### config.mk
export PLATFORM = sky130hd
export DESIGN_NAME = cnn_load_ctrl
export DESIGN_NICKNAME = d
export VERILOG_FILES = /design/src/hdl/cnn_bus_pkg.sv /design/src/hdl/cnn_load_pkg.sv /design/src/hdl/bus_write_decoder.sv /design/src/hdl/pixel_loader.sv /design/src/hdl/layer7_bank_mapper.sv /design/src/hdl/weight_loader.sv /design/src/hdl/cnn_load_ctrl.sv
export SDC_FILE = /design/constraint.sdc
export NUM_CORES = 1
export LEC_CHECK = 0
export ABC_CLOCK_PERIOD_IN_PS = 5500
export BUFFER_PORTS_ARGS = -buffer_cell sky130_fd_sc_hd__buf_2
export CAP_MARGIN = 20
export CORE_AREA = 2 2 90 92
export DETAILED_ROUTE_END_ITERATION = 16
export DIE_AREA = 0 0 92 94
export PLACE_DENSITY_LB_ADDON = 0.1
export SYNTH_ARGS = -nofsm -noshare
export SYNTH_HDL_FRONTEND = slang
export SYNTH_SLANG_ARGS = --single-unit
### constraint.sdc
create_clock -name clk -period 5.5 [get_ports clk]
set_clock_uncertainty 0.2 [all_clocks]
set_input_delay 0.825 -clock clk [delete_from_list [all_inputs] [get_ports clk]]
set_output_delay 0.825 -clock clk [all_outputs]
set_load 0.01 [all_outputs]
### src/hdl/cnn_bus_pkg.sv
`default_nettype none

package cnn_bus_pkg;

	localparam int BUS_ADDR_W = 32;
	localparam int BUS_DATA_W = 32;

	// control registers, matched on the full address
	localparam logic [BUS_ADDR_W-1:0] IMAGE_SET_ADDR = 32'hd111_0000;
	localparam logic [BUS_ADDR_W-1:0] INTR_ADDR      = 32'hd222_0000;

	// memory windows, matched on the upper address half
	localparam logic [BUS_ADDR_W/2-1:0] PIXEL_REGION  = 16'hd555;
	localparam logic [BUS_ADDR_W/2-1:0] WEIGHT_REGION = 16'hd333;

	typedef struct packed {
		logic [BUS_ADDR_W-1:0] awaddr;
		logic                  awvalid;
		logic [BUS_DATA_W-1:0] wdata;
		logic                  wvalid;
	} bus_wr_t;

endpackage

`default_nettype wire

### src/hdl/cnn_load_pkg.sv
`default_nettype none

package cnn_load_pkg;

	localparam int MEM_ADDR_W = 16;
	localparam int MEM_DATA_W = 16;

	typedef struct packed {
		logic                  en;
		logic [MEM_ADDR_W-1:0] addr;
		logic [MEM_DATA_W-1:0] data;
	} mem_wr_t;

	localparam int NUM_WLAYERS = 5;
	localparam int LAYER_ID_W  = 5;

	// entry 0 is the first layer loaded
	localparam logic [NUM_WLAYERS-1:0][LAYER_ID_W-1:0] LAYER_IDS = {
		5'd7, 5'd5, 5'd4, 5'd2, 5'd1
	};

	localparam int L7_BANKS   = 5;
	localparam int BANK_SEL_W = 3;

	// words per layer, same order as LAYER_IDS
	localparam logic [NUM_WLAYERS-1:0][MEM_ADDR_W-1:0] DEF_LAYER_WORDS = {
		16'd2000, 16'd576, 16'd576, 16'd576, 16'd216
	};

	// layer 7 is spread evenly over its banks
	localparam int DEF_L7_BANK_DEPTH = DEF_LAYER_WORDS[NUM_WLAYERS-1] / L7_BANKS;

	// 32x32 image, 3 channels
	localparam int DEF_PIXEL_WORDS = 3072;

endpackage

`default_nettype wire

### src/hdl/bus_write_decoder.sv
`default_nettype none

module bus_write_decoder
	import cnn_bus_pkg::*;
	import cnn_load_pkg::*;
(
	input  bus_wr_t               bus,
	input  logic [1:0]            image_set_q,
	output logic                  pixel_hit,
	output logic                  weight_hit,
	output logic [MEM_DATA_W-1:0] wr_data,
	output logic                  image_set_we,
	output logic [1:0]            image_set_data,
	output logic                  intr_we,
	output logic                  intr_data
);

	logic [BUS_ADDR_W/2-1:0] region;
	logic                    image_set_hit;

	assign region = bus.awaddr[BUS_ADDR_W-1:BUS_ADDR_W/2];

	assign pixel_hit  = bus.wvalid && (region == PIXEL_REGION);
	assign weight_hit = bus.wvalid && (region == WEIGHT_REGION);
	assign wr_data    = bus.wdata[MEM_DATA_W-1:0];

	assign image_set_hit = bus.awvalid && (bus.awaddr == IMAGE_SET_ADDR);

	// a cpu write wins over the auto-clear
	always_comb
	begin
		if (image_set_hit)
		begin
			image_set_we   = 1'b1;
			image_set_data = bus.wdata[1:0];
		end
		else if (image_set_q != 2'b00)
		begin
			image_set_we   = 1'b1;
			image_set_data = 2'b00;
		end
		else
		begin
			image_set_we   = 1'b0;
			image_set_data = 2'b00;
		end
	end

	// any write to the interrupt register acknowledges it
	assign intr_we   = bus.awvalid && (bus.awaddr == INTR_ADDR);
	assign intr_data = 1'b0;

endmodule

`default_nettype wire

### src/hdl/pixel_loader.sv
`default_nettype none

module pixel_loader
	import cnn_load_pkg::*;
#(
	parameter int PIXEL_WORDS = DEF_PIXEL_WORDS
)(
	input  logic                  clk,
	input  logic                  rst,
	input  logic                  hit,
	input  logic [MEM_DATA_W-1:0] wr_data,
	output mem_wr_t               mem_wr,
	output logic                  done
);

	logic [MEM_ADDR_W-1:0] count;
	logic                  last;

	assign last = (count == MEM_ADDR_W'(PIXEL_WORDS - 1));

	// wraps after the last pixel so the next image starts at 0
	always_ff @(posedge clk or posedge rst)
	begin
		if (rst)
			count <= '0;
		else if (hit)
		begin
			if (last)
				count <= '0;
			else
				count <= count + 1'b1;
		end
	end

	always_comb
	begin
		mem_wr.en   = hit;
		mem_wr.addr = count;
		mem_wr.data = wr_data;
	end

	assign done = hit && last;

endmodule

`default_nettype wire

### src/hdl/layer7_bank_mapper.sv
`default_nettype none

module layer7_bank_mapper
	import cnn_load_pkg::*;
#(
	parameter int L7_BANK_DEPTH = DEF_L7_BANK_DEPTH
)(
	input  logic [MEM_ADDR_W-1:0] index,
	output logic [BANK_SEL_W-1:0] bank_sel,
	output logic [MEM_ADDR_W-1:0] offset
);

	// last bank unless a lower boundary catches the index first
	always_comb
	begin
		bank_sel = BANK_SEL_W'(L7_BANKS);
		offset   = index - MEM_ADDR_W'((L7_BANKS - 1) * L7_BANK_DEPTH);
		// walk down so the lowest matching bank is the one kept
		for (int b = L7_BANKS - 2; b >= 0; b--)
		begin
			if (index < MEM_ADDR_W'((b + 1) * L7_BANK_DEPTH))
			begin
				bank_sel = BANK_SEL_W'(b + 1);
				offset   = index - MEM_ADDR_W'(b * L7_BANK_DEPTH);
			end
		end
	end

endmodule

`default_nettype wire

### src/hdl/weight_loader.sv
`default_nettype none

module weight_loader
	import cnn_load_pkg::*;
#(
	parameter logic [NUM_WLAYERS-2:0][MEM_ADDR_W-1:0] LAYER_WORDS =
		DEF_LAYER_WORDS[NUM_WLAYERS-2:0],
	parameter int L7_BANK_DEPTH = DEF_L7_BANK_DEPTH
)(
	input  logic                   clk,
	input  logic                   rst,
	input  logic                   hit,
	input  logic [MEM_DATA_W-1:0]  wr_data,
	output mem_wr_t                mem_wr,
	output mem_wr_t                l7_mem_wr,
	output logic [BANK_SEL_W-1:0]  l7_bank_sel,
	output logic [NUM_WLAYERS-1:0] layer_done,
	output logic [LAYER_ID_W-1:0]  layer_sel
);

	localparam int L7_WORDS = L7_BANK_DEPTH * L7_BANKS;
	localparam int ST_W     = $clog2(NUM_WLAYERS + 1);

	// states 0..NUM_WLAYERS-1 follow LAYER_IDS, then finish
	localparam logic [ST_W-1:0] ST_L7     = ST_W'(NUM_WLAYERS - 1);
	localparam logic [ST_W-1:0] ST_FINISH = ST_W'(NUM_WLAYERS);

	logic [ST_W-1:0]       state;
	logic [ST_W-1:0]       done_cnt;
	logic [MEM_ADDR_W-1:0] count;
	logic [MEM_ADDR_W-1:0] last_idx;
	logic                  in_l7;
	logic                  write;
	logic                  layer_end;
	logic [BANK_SEL_W-1:0] bank_sel;
	logic [MEM_ADDR_W-1:0] l7_offset;

	assign in_l7     = (state == ST_L7);
	assign write     = hit && (state != ST_FINISH);
	assign layer_end = write && (count == last_idx);

	// terminal index of the current layer
	always_comb
	begin
		last_idx = MEM_ADDR_W'(L7_WORDS - 1);
		for (int i = 0; i < NUM_WLAYERS - 1; i++)
		begin
			if (state == i)
				last_idx = LAYER_WORDS[i] - 1'b1;
		end
	end

	always_ff @(posedge clk or posedge rst)
	begin
		if (rst)
		begin
			state <= '0;
			count <= '0;
		end
		else if (layer_end)
		begin
			state <= state + 1'b1;
			count <= '0;
		end
		else if (write)
			count <= count + 1'b1;
	end

	always_comb
	begin
		layer_done = '0;
		if (layer_end)
			layer_done[state] = 1'b1;
	end

	// completed layers, counting the one finishing this cycle
	assign done_cnt = state + ST_W'(layer_end);

	always_comb
	begin
		if (done_cnt == '0)
			layer_sel = '0;
		else
			layer_sel = LAYER_IDS[done_cnt - 1'b1];
	end

	layer7_bank_mapper #(
		.L7_BANK_DEPTH(L7_BANK_DEPTH)
	) layer7_bank_mapper_i (
		.index   (count),
		.bank_sel(bank_sel),
		.offset  (l7_offset)
	);

	always_comb
	begin
		mem_wr.en      = write && !in_l7;
		mem_wr.addr    = count;
		mem_wr.data    = wr_data;
		l7_mem_wr.en   = write && in_l7;
		l7_mem_wr.addr = l7_offset;
		l7_mem_wr.data = wr_data;
	end

	// no bank outside layer 7
	assign l7_bank_sel = in_l7 ? bank_sel : '0;

endmodule

`default_nettype wire

### src/hdl/cnn_load_ctrl.sv
`default_nettype none

module cnn_load_ctrl
	import cnn_bus_pkg::*;
	import cnn_load_pkg::*;
#(
	parameter logic [NUM_WLAYERS-2:0][MEM_ADDR_W-1:0] LAYER_WORDS =
		DEF_LAYER_WORDS[NUM_WLAYERS-2:0],
	parameter int L7_BANK_DEPTH = DEF_L7_BANK_DEPTH,
	parameter int PIXEL_WORDS   = DEF_PIXEL_WORDS
)(
	input  logic                   clk,
	input  logic                   rst,
	input  bus_wr_t                bus,
	input  logic [1:0]             image_set_q,
	output logic                   image_set_we,
	output logic [1:0]             image_set_data,
	output logic                   intr_we,
	output logic                   intr_data,
	output mem_wr_t                pixel_mem_wr,
	output mem_wr_t                weight_mem_wr,
	output mem_wr_t                l7_weight_mem_wr,
	output logic [BANK_SEL_W-1:0]  l7_bank_sel,
	output logic                   pixel_done,
	output logic [NUM_WLAYERS-1:0] layer_done,
	output logic [LAYER_ID_W-1:0]  layer_sel
);

	logic                  pixel_hit;
	logic                  weight_hit;
	logic [MEM_DATA_W-1:0] wr_data;

	bus_write_decoder bus_write_decoder_i (
		.bus           (bus),
		.image_set_q   (image_set_q),
		.pixel_hit     (pixel_hit),
		.weight_hit    (weight_hit),
		.wr_data       (wr_data),
		.image_set_we  (image_set_we),
		.image_set_data(image_set_data),
		.intr_we       (intr_we),
		.intr_data     (intr_data)
	);

	pixel_loader #(
		.PIXEL_WORDS(PIXEL_WORDS)
	) pixel_loader_i (
		.clk    (clk),
		.rst    (rst),
		.hit    (pixel_hit),
		.wr_data(wr_data),
		.mem_wr (pixel_mem_wr),
		.done   (pixel_done)
	);

	weight_loader #(
		.LAYER_WORDS  (LAYER_WORDS),
		.L7_BANK_DEPTH(L7_BANK_DEPTH)
	) weight_loader_i (
		.clk        (clk),
		.rst        (rst),
		.hit        (weight_hit),
		.wr_data    (wr_data),
		.mem_wr     (weight_mem_wr),
		.l7_mem_wr  (l7_weight_mem_wr),
		.l7_bank_sel(l7_bank_sel),
		.layer_done (layer_done),
		.layer_sel  (layer_sel)
	);

endmodule

`default_nettype wire

* After elaboration in Yosys (flattened, before gate mapping) *
Memories as Yosys holds them, arrays and structs flattened.
Index checks and enable logic that the tools add are counted.

word-level totals
  register bits after elaboration = 35
  bits of input ports = 70
  memories kept = 1
  output and inout bits = 118
  ROM bits = 40
  logic and storage cells = 70

memories
  memory            words  width  read ports  clocked after Yosys merged registers in  write ports  RTL line             text
  (name not given)  8      5      1           0                                        0            weight_loader.sv:84  layer_sel = LAYER_IDS[done_cnt - 1'b1];

operators by class
  reduce and logical (&&, ||, !) cells = 15
  order comparisons = 7
  equal/unequal tests = 11
  multiplexer cells = 24
  $add $sub $neg = 9

operator list
  kind                                                                             count
  16-bit two-way mux                                                               10
  32-bit == test (second input constant)                                           2
  16-bit by 1-bit adder with 16-bit output (second input constant)                 2
  16-bit == test (second input constant)                                           2
  16-bit by 11-bit less-than comparator with 1-bit output (second input constant)  2
  16-bit by 11-bit subtractor with 16-bit output (second input constant)           2
  16-bit by 12-bit == test with 1-bit output (second input constant)               1
  16-bit == test                                                                   1
  16-bit by 10-bit less-than comparator with 1-bit output (second input constant)  1
  16-bit by 9-bit less-than comparator with 1-bit output (second input constant)   1
  16-bit by 10-bit subtractor with 16-bit output (second input constant)           1
  16-bit by 9-bit subtractor with 16-bit output (second input constant)            1
  5-bit two-way mux                                                                3
  3-bit two-way mux                                                                4
  11-bit two-way mux                                                               1
  1-bit logical AND                                                                10
  3-bit by 4-bit less-than comparator with 1-bit output (second input constant)    2
  3-bit by 2-bit == test with 1-bit output (second input constant)                 2
  3-bit zero test                                                                  2
  1-bit two-way mux                                                                4
  2-bit nonzero test                                                               2
  3-bit by 1-bit adder with 3-bit output                                           1
  3-bit by 1-bit adder with 3-bit output (second input constant)                   1
  1-bit demux with 3-bit select                                                    1
  other kinds (7)                                                                  7

* Longest topological paths before layout *
Gate-level depths: netlist of the first run.

  word-level depth = 12
  mapped depth = 13
  gate-level depth less buffers = 12

* Hierarchy *
From an unflattened synthesis of the first run, not the netlist that was laid out.

second synthesis, totals
  cells, all modules = 433
  area total of the unflattened synthesis = 3563.4 sq um

modules (own cells, without submodules)
  module              area each (sq um)  seq. area each (sq um)  times used  cells each
  weight_loader       1475.2             475.5                   1           164
  pixel_loader        980.9              400.4                   1           95
  layer7_bank_mapper  818.3              0.0                     1           128
  bus_write_decoder   289.0              0.0                     1           46

* Worst setup path before layout of the first run *
No wires, ideal clock.

  path kind = reg2out
  start = register weight_loader_i.state[2]
  end = output port layer_sel[2]
  path buffers = 1
  cell stages (with the launch flop) = 14
  path slack = 1.283 ns
  arrival = 3.192 ns
  data required time = 4.475 ns
  path through = dfrtp_1 > clkbuf_1 > inv_1 > ha_1 > or4_1 > or4_1 > nand2_1 > nand4b_1 > inv_1 > ha_1 > ha_1 > inv_1 > ha_1 > a22oi_1

between the ends
  cells in the longest elaborated chain, start to end = 12
  elaborated cells on any way between the ends = 18
  classes of those cells = add/sub (2); eq/ne (5); mux (6); reduce/logical (4); memory (1)

ends and longest elaborated chain
  item                                         RTL line             text
  start: declaration                           weight_loader.sv:28  logic [ST_W-1:0] state;
  start signal: assignment                     weight_loader.sv:62  state <= state + 1'b1;
  3-bit zero test                              weight_loader.sv:48  if (state == i)
  11-bit two-way mux                           weight_loader.sv:48
  16-bit two-way mux (3 in a row)              weight_loader.sv:48
  16-bit == test                               weight_loader.sv:40  assign layer_end = write && (count == last_idx);
  1-bit logical AND                            weight_loader.sv:40
  3-bit by 1-bit adder with 3-bit output *     weight_loader.sv:77  assign done_cnt = state + ST_W'(layer_end);
  3-bit by 1-bit subtractor with 3-bit output  weight_loader.sv:84
  memory read 8 x 5 bit                        -
  5-bit two-way mux (not written as such)      weight_loader.sv:84
  5-bit two-way mux *                          weight_loader.sv:81  if (done_cnt == '0)
  end: declaration                             cnn_load_ctrl.sv:26  output logic [LAYER_ID_W-1:0] layer_sel

Mark *: on every way between the ends. The rest lies on a longest branch, timed or not. The select of a mux whose other input is x is not followed.

* Worst setup path in the final report of the first run *
Same ends and word-level chain as after synthesis.

==> summary.md, run 1 <==
| Metric | Value |
|---|---|
| Outcome | finished clean |
| DR pass1 iterations | 4 |
| Clock root buffer | clkbuf_8 |
| Final hold violation count | 0 |
| Final non-filler cell area | 3795 um^2 |
| Post-synth cell types | 62 |
| Critical path class | flop to output pin |
| Measured slew at the worst slew-check pin | 0.8596 ns |
| Final core occ | 49.88% |
| Initial antenna violation count | 0 |
| Number of I/O pins | 188 |
| Power Total | 0.5234 mW |
| Vias/cell | 5.527 |
| Cell mode on critical path | ha_1 |
| Final HPWL DP | 6.790 mm |
| Top Family by Delay on Critical Path | simple AND/OR/NAND/NOR gates |
| # DRC | 0 |
| Unrepaired setup endpoints after global routing | false |
| CP max-delay cell | dfrtp_1 |
| ANT cells | 0 |
| Final Cycle Share | 86.85% |
| Leakage | 1.842 nW |
| Syn avg cell area | 7.959 um^2 |
| Initial Util | 45.51% |
| Clock Pin Slew Worst Setup and Hold Paths | 0.08 ns |
| Routability congestion estimate | 0.8452 |
| Row cnt | 32 |
| Crit path required time | 4.47 ns |
| Core footprint | 7607 um^2 |
| Final setup violation count | 0 |
| Crit path launch type | flop |
| Type of the worst min-delay path | flop to flop |
| CTS tree | built |
| Largest area contributor in the netlist | dfrtp_1 |
| Synth top area cells | dfrtp_1, buf_4, ha_1 |
| Hold Slack | 0.2807 ns |
| Layout area overhead | 9.613% |
| GRT Util Overall | 20.19% |
| Num CTS Buffers | 5 |
| Largest net degree at the start of global routing | 36 |
| TNS Setup | 0 ns |
| Cts repair resizes | 0 |
| Share of cells above drive strength 1 | 27.66% |
| PwrDens | 137.9 nW/um^2 |
| Final WL | 8.967 mm |
| First-pass GRT wire length | 14.35 mm |
| Gr ovfl total | 0 |
| CP Capture Type | output pin |
| Die height | 94 um |
| Most common cell in the netlist | buf_4 |
| Die area | 8648 um^2 |
| Placed cell areas | 3682 um^2 |
| Fin nets | 577 |
| Arr. time, crit path | 3.75 ns |
| Asr flop ratio synth | 100.0% |
| Netlist Area Pre-Place | 3462 um^2 |
| Achievable Freq | 0.2093 GHz |
| Number of max-cap violations | 0 |
| Crit path buf inv count | 4 |
| Vias in the first global route | 2983 |
| H-tree lvl count | 2 |
| Vias | 3261 |
| Slew margin rel. | 42.26% |
| Die W | 92 um |
| Port Buffer Count | 112 |
| Cell Chain, Critical Path | inv_1, ha_1, or4_1, or4_1, nand2_1, nand4b_1, inv_1, ha_1, ha_1, inv_1, ha_1, a22oi_1, buf_2 |
| Routed Antenna Nets | 0 |
| Peak per-stage delay on the critical path | 0.58 ns |
| Top FF cell, synth | dfrtp_1 |
| Post-synth top area share | 25.30% |
| Crit path time final | 4.777 ns |
| Sequential area share after synthesis | 25.30% |
| Clock buffer depth | 2 |
| Crit-path max FO | 12 |
| Seq cells post-synth | 35 |
| Mapped Cells | 435 |
| Average wire per standard cell | 15.20 um |
| Post-CTS Setup Bufs | 0 |
| Clk_lat worst skew | 0.29 ns |
| CTS Hold Buffers Added | 0 |
| Final-report max-slew violation count | 0 |
| CTS sink count | 35 |
| DR iter-0 viols | 156 |
| EDFF count, synth | 0 |
| YS warnings | 0 |
| VDD IR max | 121.6 uV |
| Post-synth top cells | buf_4, dfrtp_1, nand2_1 |
## cell usage in the layout, fill, tap and decap left out, types with 2 or more instances in the layout
| master | Yosys | routed |
|---|---|---|
| nand2_1 | 35 | 35 |
| nand3_1 | 17 | 17 |
| or3_1 | 9 | 9 |
| clkbuf_8 | 0 | 5 |
| xnor2_1 | 26 | 26 |
| dfrtp_1 | 35 | 35 |
| o2111ai_1 | 2 | 2 |
| buf_2 | 2 | 112 |
| ha_1 | 20 | 20 |
| and4bb_2 | 2 | 2 |
| o211ai_1 | 2 | 2 |
| or4_1 | 6 | 6 |
| a21bo_2 | 2 | 2 |
| o21ai_0 | 18 | 18 |
| or2_2 | 2 | 2 |
| and4_1 | 2 | 2 |
| mux2i_1 | 3 | 3 |
| a221oi_1 | 2 | 2 |
| nor2_1 | 34 | 34 |
| a21oi_1 | 7 | 7 |
| a31oi_1 | 4 | 4 |
| xor2_1 | 6 | 6 |
| o22ai_1 | 3 | 3 |
| conb_1 | 1 | 3 |
| a211o_1 | 2 | 2 |
| nor3_1 | 16 | 16 |
| o311ai_0 | 2 | 2 |
| nor4_1 | 25 | 25 |
| a21o_1 | 2 | 2 |
| nand4_1 | 8 | 8 |
| inv_1 | 26 | 26 |
| nor2b_1 | 3 | 3 |
| mux2_2 | 3 | 3 |
| and3_1 | 7 | 7 |
| a211oi_1 | 3 | 3 |
| and2_1 | 3 | 3 |
| o31ai_1 | 5 | 5 |
## stage by stage
step / instances / setup slack (ns)
6_report: 590 / 0.7232
5_1_grt: 590 / 0.4714
4_1_cts: 590 / 0.7117
3_5_place_dp: 582 / 1.033
3_3_place_gp: 582 / 1.047
2_1_floorplan: 437 / 1.283
## per-layer routing
metal / GRT usage (%) / wire [um] / share of wire [%] / vias up
met5: 0 / 0 / 0 / -
met4: 5.846 / 117 / 1.3 / 0
met3: 4.254 / 636 / 7.1 / 17
met2: 32.60 / 4131 / 46 / 117
met1: 27.34 / 4081 / 46 / 1514
li1: - / - / - / 1613
## cell families (layout without fill, tap and decap cells)
| kind of cell | count (synthesis) | count (layout) | share of synthesized area, % |
|---|---|---|---|
| and+or+nand+nor | 179 | 179 | 27.58 |
| buffers and inverters | 96 | 147 | 16.77 |
| AOI/OAI and AO/OA | 66 | 66 | 13.08 |
| DFF | 35 | 35 | 25.30 |
| xor gates and xnor gates | 32 | 32 | 8.095 |
| adders and majority gates | 20 | 20 | 7.228 |
| muxes | 6 | 6 | 1.843 |
| other | 1 | 3 | 0.1083 |
## power breakdown
group / internal [mW] / leakage, nW / total [mW] / switching, mW
clock network: 0.135 / 0.0581 / 0.236 / 0.101
logic: 0.0140 / 1.32 / 0.0304 / 0.0164
registers: 0.257 / 0.463 / 0.257 / 0.00000741
## sequential cells by signal (all words and copies together) (netlist names)
signal	count
pixel_loader_i.count	16
weight_loader_i.state	3
weight_loader_i.count	16
## layout make-up
class	count	area, um^2
clock buffer	5	68.82
fill	778	3812
clock inverter	3	43.79
sequential	35	875.8
inverter	26	97.59
tap	102	127.6
timing repair buffer	113	568.0
multi-input combinational	306	2013
## worst paths after layout
path,slack (ns),to,depth (start not counted),startpoint
setup reg to reg,2.14,weight_loader_i.state[1],7,weight_loader_i.state[2]
hold / removal,0.28,pixel_loader_i.count[15],1,pixel_loader_i.count[15]
max in group asynchronous,4.35,pixel_loader_i.count[0],3,rst
hold reg to reg,0.28,pixel_loader_i.count[15],1,pixel_loader_i.count[15]
min in group asynchronous,0.42,pixel_loader_i.count[11],3,rst
setup / recovery,0.72,layer_sel[2],13,weight_loader_i.state[2]
Power figures use the tool's default switching activity.
==> inputs of run 2 (changes only) <==
Settings changed: GPL_TIMING_DRIVEN set to 0, TNS_END_PERCENT set to 20.
==> run 2 against run 1 <==
Global-route usage grew 1.1 points. First-iteration DRC count is 40% higher. Clock power shrank 24%. Clock-buffer cell count grew 1. Critical path type unchanged. Sequential power is essentially flat. Cell count up 19%. Fmax decreased by 3.5%. Power down 0.88%. Via count grew 11%. Routed wire length increased by 7.1%. Critical path depth grew 1. Register-to-register slack got worse by 0.03 ns.
==> summary.md, run 2 (synthesis gave the netlist of run 1 again) <==
| Metric | Value |
|---|---|
| Measured slew at the worst slew-check pin | 0.8413 ns (was 0.8596 ns) |
| # DRC | 0 (unchanged) |
| Part of the power in combinational logic | 15.8% (was 5.8%) |
| Post-CTS Setup Bufs | 0 (unchanged) |
| Share of cells above drive strength 1 | 39.17% (was 27.66%) |
| Final Cycle Share | 90.02% (was 86.85%) |
| Crit path time final | 4.951 ns (was 4.777 ns) |
| Final WL | 9.608 mm (was 8.967 mm) |
| DR iter-0 viols | 218 (was 156) |
| Sw Pwr | 0.1247 mW (was 0.1174 mW) |
| TNS Setup | 0 ns (unchanged) |
| H-tree lvl count | 2 (unchanged) |
| Layout area overhead | 29.42% (was 9.613%) |
| Reg2Reg Capture Point | weight_loader_i.state[1] (unchanged) |
| Crit path required time | 4.47 ns (about the same) |
| Internal power | 0.3941 mW (was 0.4060 mW) |
| CP Capture Type | output pin (unchanged) |
| Hold Path Cell Cnt | 1 (unchanged) |
| Initial Util | 45.51% (unchanged) |
| Final setup violation count | 0 (unchanged) |
| Placed cell areas | 4395 um^2 (was 3682 um^2) |
| Fin nets | 689 (was 577) |
| Number of I/O pins | 188 (unchanged) |
| Endpoint, Worst Hold | pixel_loader_i.count[15] (unchanged) |
| Crit path launch type | flop (unchanged) |
| Final non-filler cell area | 4481 um^2 (was 3795 um^2) |
| Vias in the first global route | 3233 (was 2983) |
| Cts repair resizes | 0 (unchanged) |
| Critical path class | flop to output pin (unchanged) |
| Clock network power share | 34.6% (was 45.1%) |
| Num CTS Buffers | 5 (unchanged) |
| Final core occ | 58.90% (was 49.88%) |
| Gr ovfl total | 0 (unchanged) |
| Die height | 94 um (unchanged) |
| Port Buffer Count | 154 (was 112) |
| VDD IR max | 116.1 uV (was 121.6 uV) |
| Outcome | finished clean (unchanged) |
| Leading registers by flop count | pixel_loader_i.count x16, weight_loader_i.count x16, weight_loader_i.state x3 (unchanged) |
| First-pass GRT wire length | 15.10 mm (was 14.35 mm) |
| Arr. time, crit path | 3.93 ns (was 3.75 ns) |
| Clock buffer depth | 2 (unchanged) |
| Achievable Freq | 0.2020 GHz (was 0.2093 GHz) |
| Die W | 92 um (unchanged) |
| ANT cells | 0 (unchanged) |
| Seq pwr share | 49.6% (was 49.1%) |
| Worst reg2reg startpoint | weight_loader_i.state[2] (unchanged) |
| DR pass1 iterations | 4 (unchanged) |
| Clock Pin Slew Worst Setup and Hold Paths | 0.08 ns (about the same) |
| Average wire per standard cell | 13.69 um (was 15.20 um) |
| HP Start | pixel_loader_i.count[15] (unchanged) |
| Number of max-cap violations | 0 (unchanged) |
| Leakage | 2.296 nW (was 1.842 nW) |
| Reg2reg setup slack | 2.11 ns (was 2.14 ns) |
| Vias | 3617 (was 3261) |
| Row cnt | 32 (unchanged) |
| Fill cell count | 719 (was 778) |
| Slew margin rel. | 43.48% (was 42.26%) |
| Most frequent cells in the layout | buf_2, buf_4, nand2_1, dfrtp_1, nor2_1 (was buf_2, nand2_1, dfrtp_1) |
| Initial antenna violation count | 0 (unchanged) |
| Clock root buffer | clkbuf_8 (unchanged) |
| GRT Util Overall | 21.32% (was 20.19%) |
| Unrepaired setup endpoints after global routing | false (unchanged) |
| Commonest non-fill, non-tap cell in the layout | buf_2 (unchanged) |
| PwrDens | 115.8 nW/um^2 (was 137.9 nW/um^2) |
| CTS sink count | 35 (unchanged) |
| R2R cell count | 8 (was 7) |
| Clk_lat worst skew | 0.29 ns (about the same) |
| Die area | 8648 um^2 (unchanged) |
| CTS Hold Buffers Added | 0 (unchanged) |
| Type of the worst min-delay path | flop to flop (unchanged) |
| Crit-path max FO | 10 (was 12) |
| Routability congestion estimate | 0.8985 (was 0.8452) |
| Final HPWL DP | 7.742 mm (was 6.790 mm) |
| Vias/cell | 5.152 (was 5.527) |
| Final hold violation count | 0 (unchanged) |
| Sw Ratio | 24.04% (was 22.42%) |
| Largest net degree at the start of global routing | 21 (was 36) |
| Core footprint | 7607 um^2 (unchanged) |
| CTS tree | built (unchanged) |
| Final-report max-slew violation count | 0 (unchanged) |
| Routed Antenna Nets | 0 (unchanged) |
==> run 2: metal layers <==
layer | part of all wire [%] | GRT usage [%] | vias up
met5 | 0 | 0 | -
met4 | 0.65 | 4.602 | 0
met3 | 8.0 | 5.217 | 8
met2 | 47 | 35.23 | 155
met1 | 44 | 28.37 | 1625
li1 | - | - | 1829
==> run 2: worst max-delay path: stages, from the launching register on <==
cell      delay [ns]
dfrtp_1         0.36
clkbuf_1        0.36
inv_1           0.18
ha_1            0.27
or4_1           0.54
or4_1           0.44
nand2_1         0.10
nand4b_1        0.22
inv_1           0.17
ha_1            0.16
ha_1            0.25
inv_1           0.07
ha_1            0.22
a22oi_1         0.15
buf_2           0.15
==> run 2: power groups by stage <==
stage	clock (mW)	sequential, mW	combinational [mW]
2_1_floorplan	0	0.262	0.0463
3_3_place_gp	0	0.262	0.0796
3_5_place_dp	0	0.262	0.0829
4_1_cts	0.185	0.257	0.0832
5_1_grt	0.201	0.257	0.0889
6_report	0.179	0.257	0.0821
==> run 2: metrics by stage <==
step / power [mW] / hold WS (ns) / cells / setup slack [ns]
finish: 0.5188 / 0.2904 / 702 / 0.5488
global route: 0.5470 / 0.3223 / 702 / 0.2676
CTS: 0.5255 / 0.2930 / 702 / 0.5550
detailed placement: 0.3452 / 0.2823 / 694 / 0.8765
global placement: 0.3418 / 0.2748 / 693 / 0.9482
floorplan: 0.3086 / 0.3153 / 437 / 1.283
==> run 2: worst max-delay path by stage <==
stage | depth (start not counted) | startpoint | end
CTS | 14 | weight_loader_i.state[2] | layer_sel[2]
detailed placement | 14 | weight_loader_i.state[2] | layer_sel[2]
global placement | 14 | weight_loader_i.state[2] | layer_sel[2]
floorplan | 13 | weight_loader_i.state[2] | layer_sel[2]
finish | 14 | weight_loader_i.state[2] | layer_sel[2]
global route | 14 | weight_loader_i.state[2] | layer_sel[2]
==> run 2: area by class of cell <==
type                    instances  area [um^2]  area share (%)
multi-input cells             306         2013           44.93
flip-flops and latches         35        875.8           19.55
repair buffers                155        798.3           17.82
plain buffers                  70        483.0           10.78
well taps                     102        127.6           2.848
clock buffers                   6        72.57           1.620
clock inverters                 2        12.51          0.2793
inverters                      26        97.59           2.178
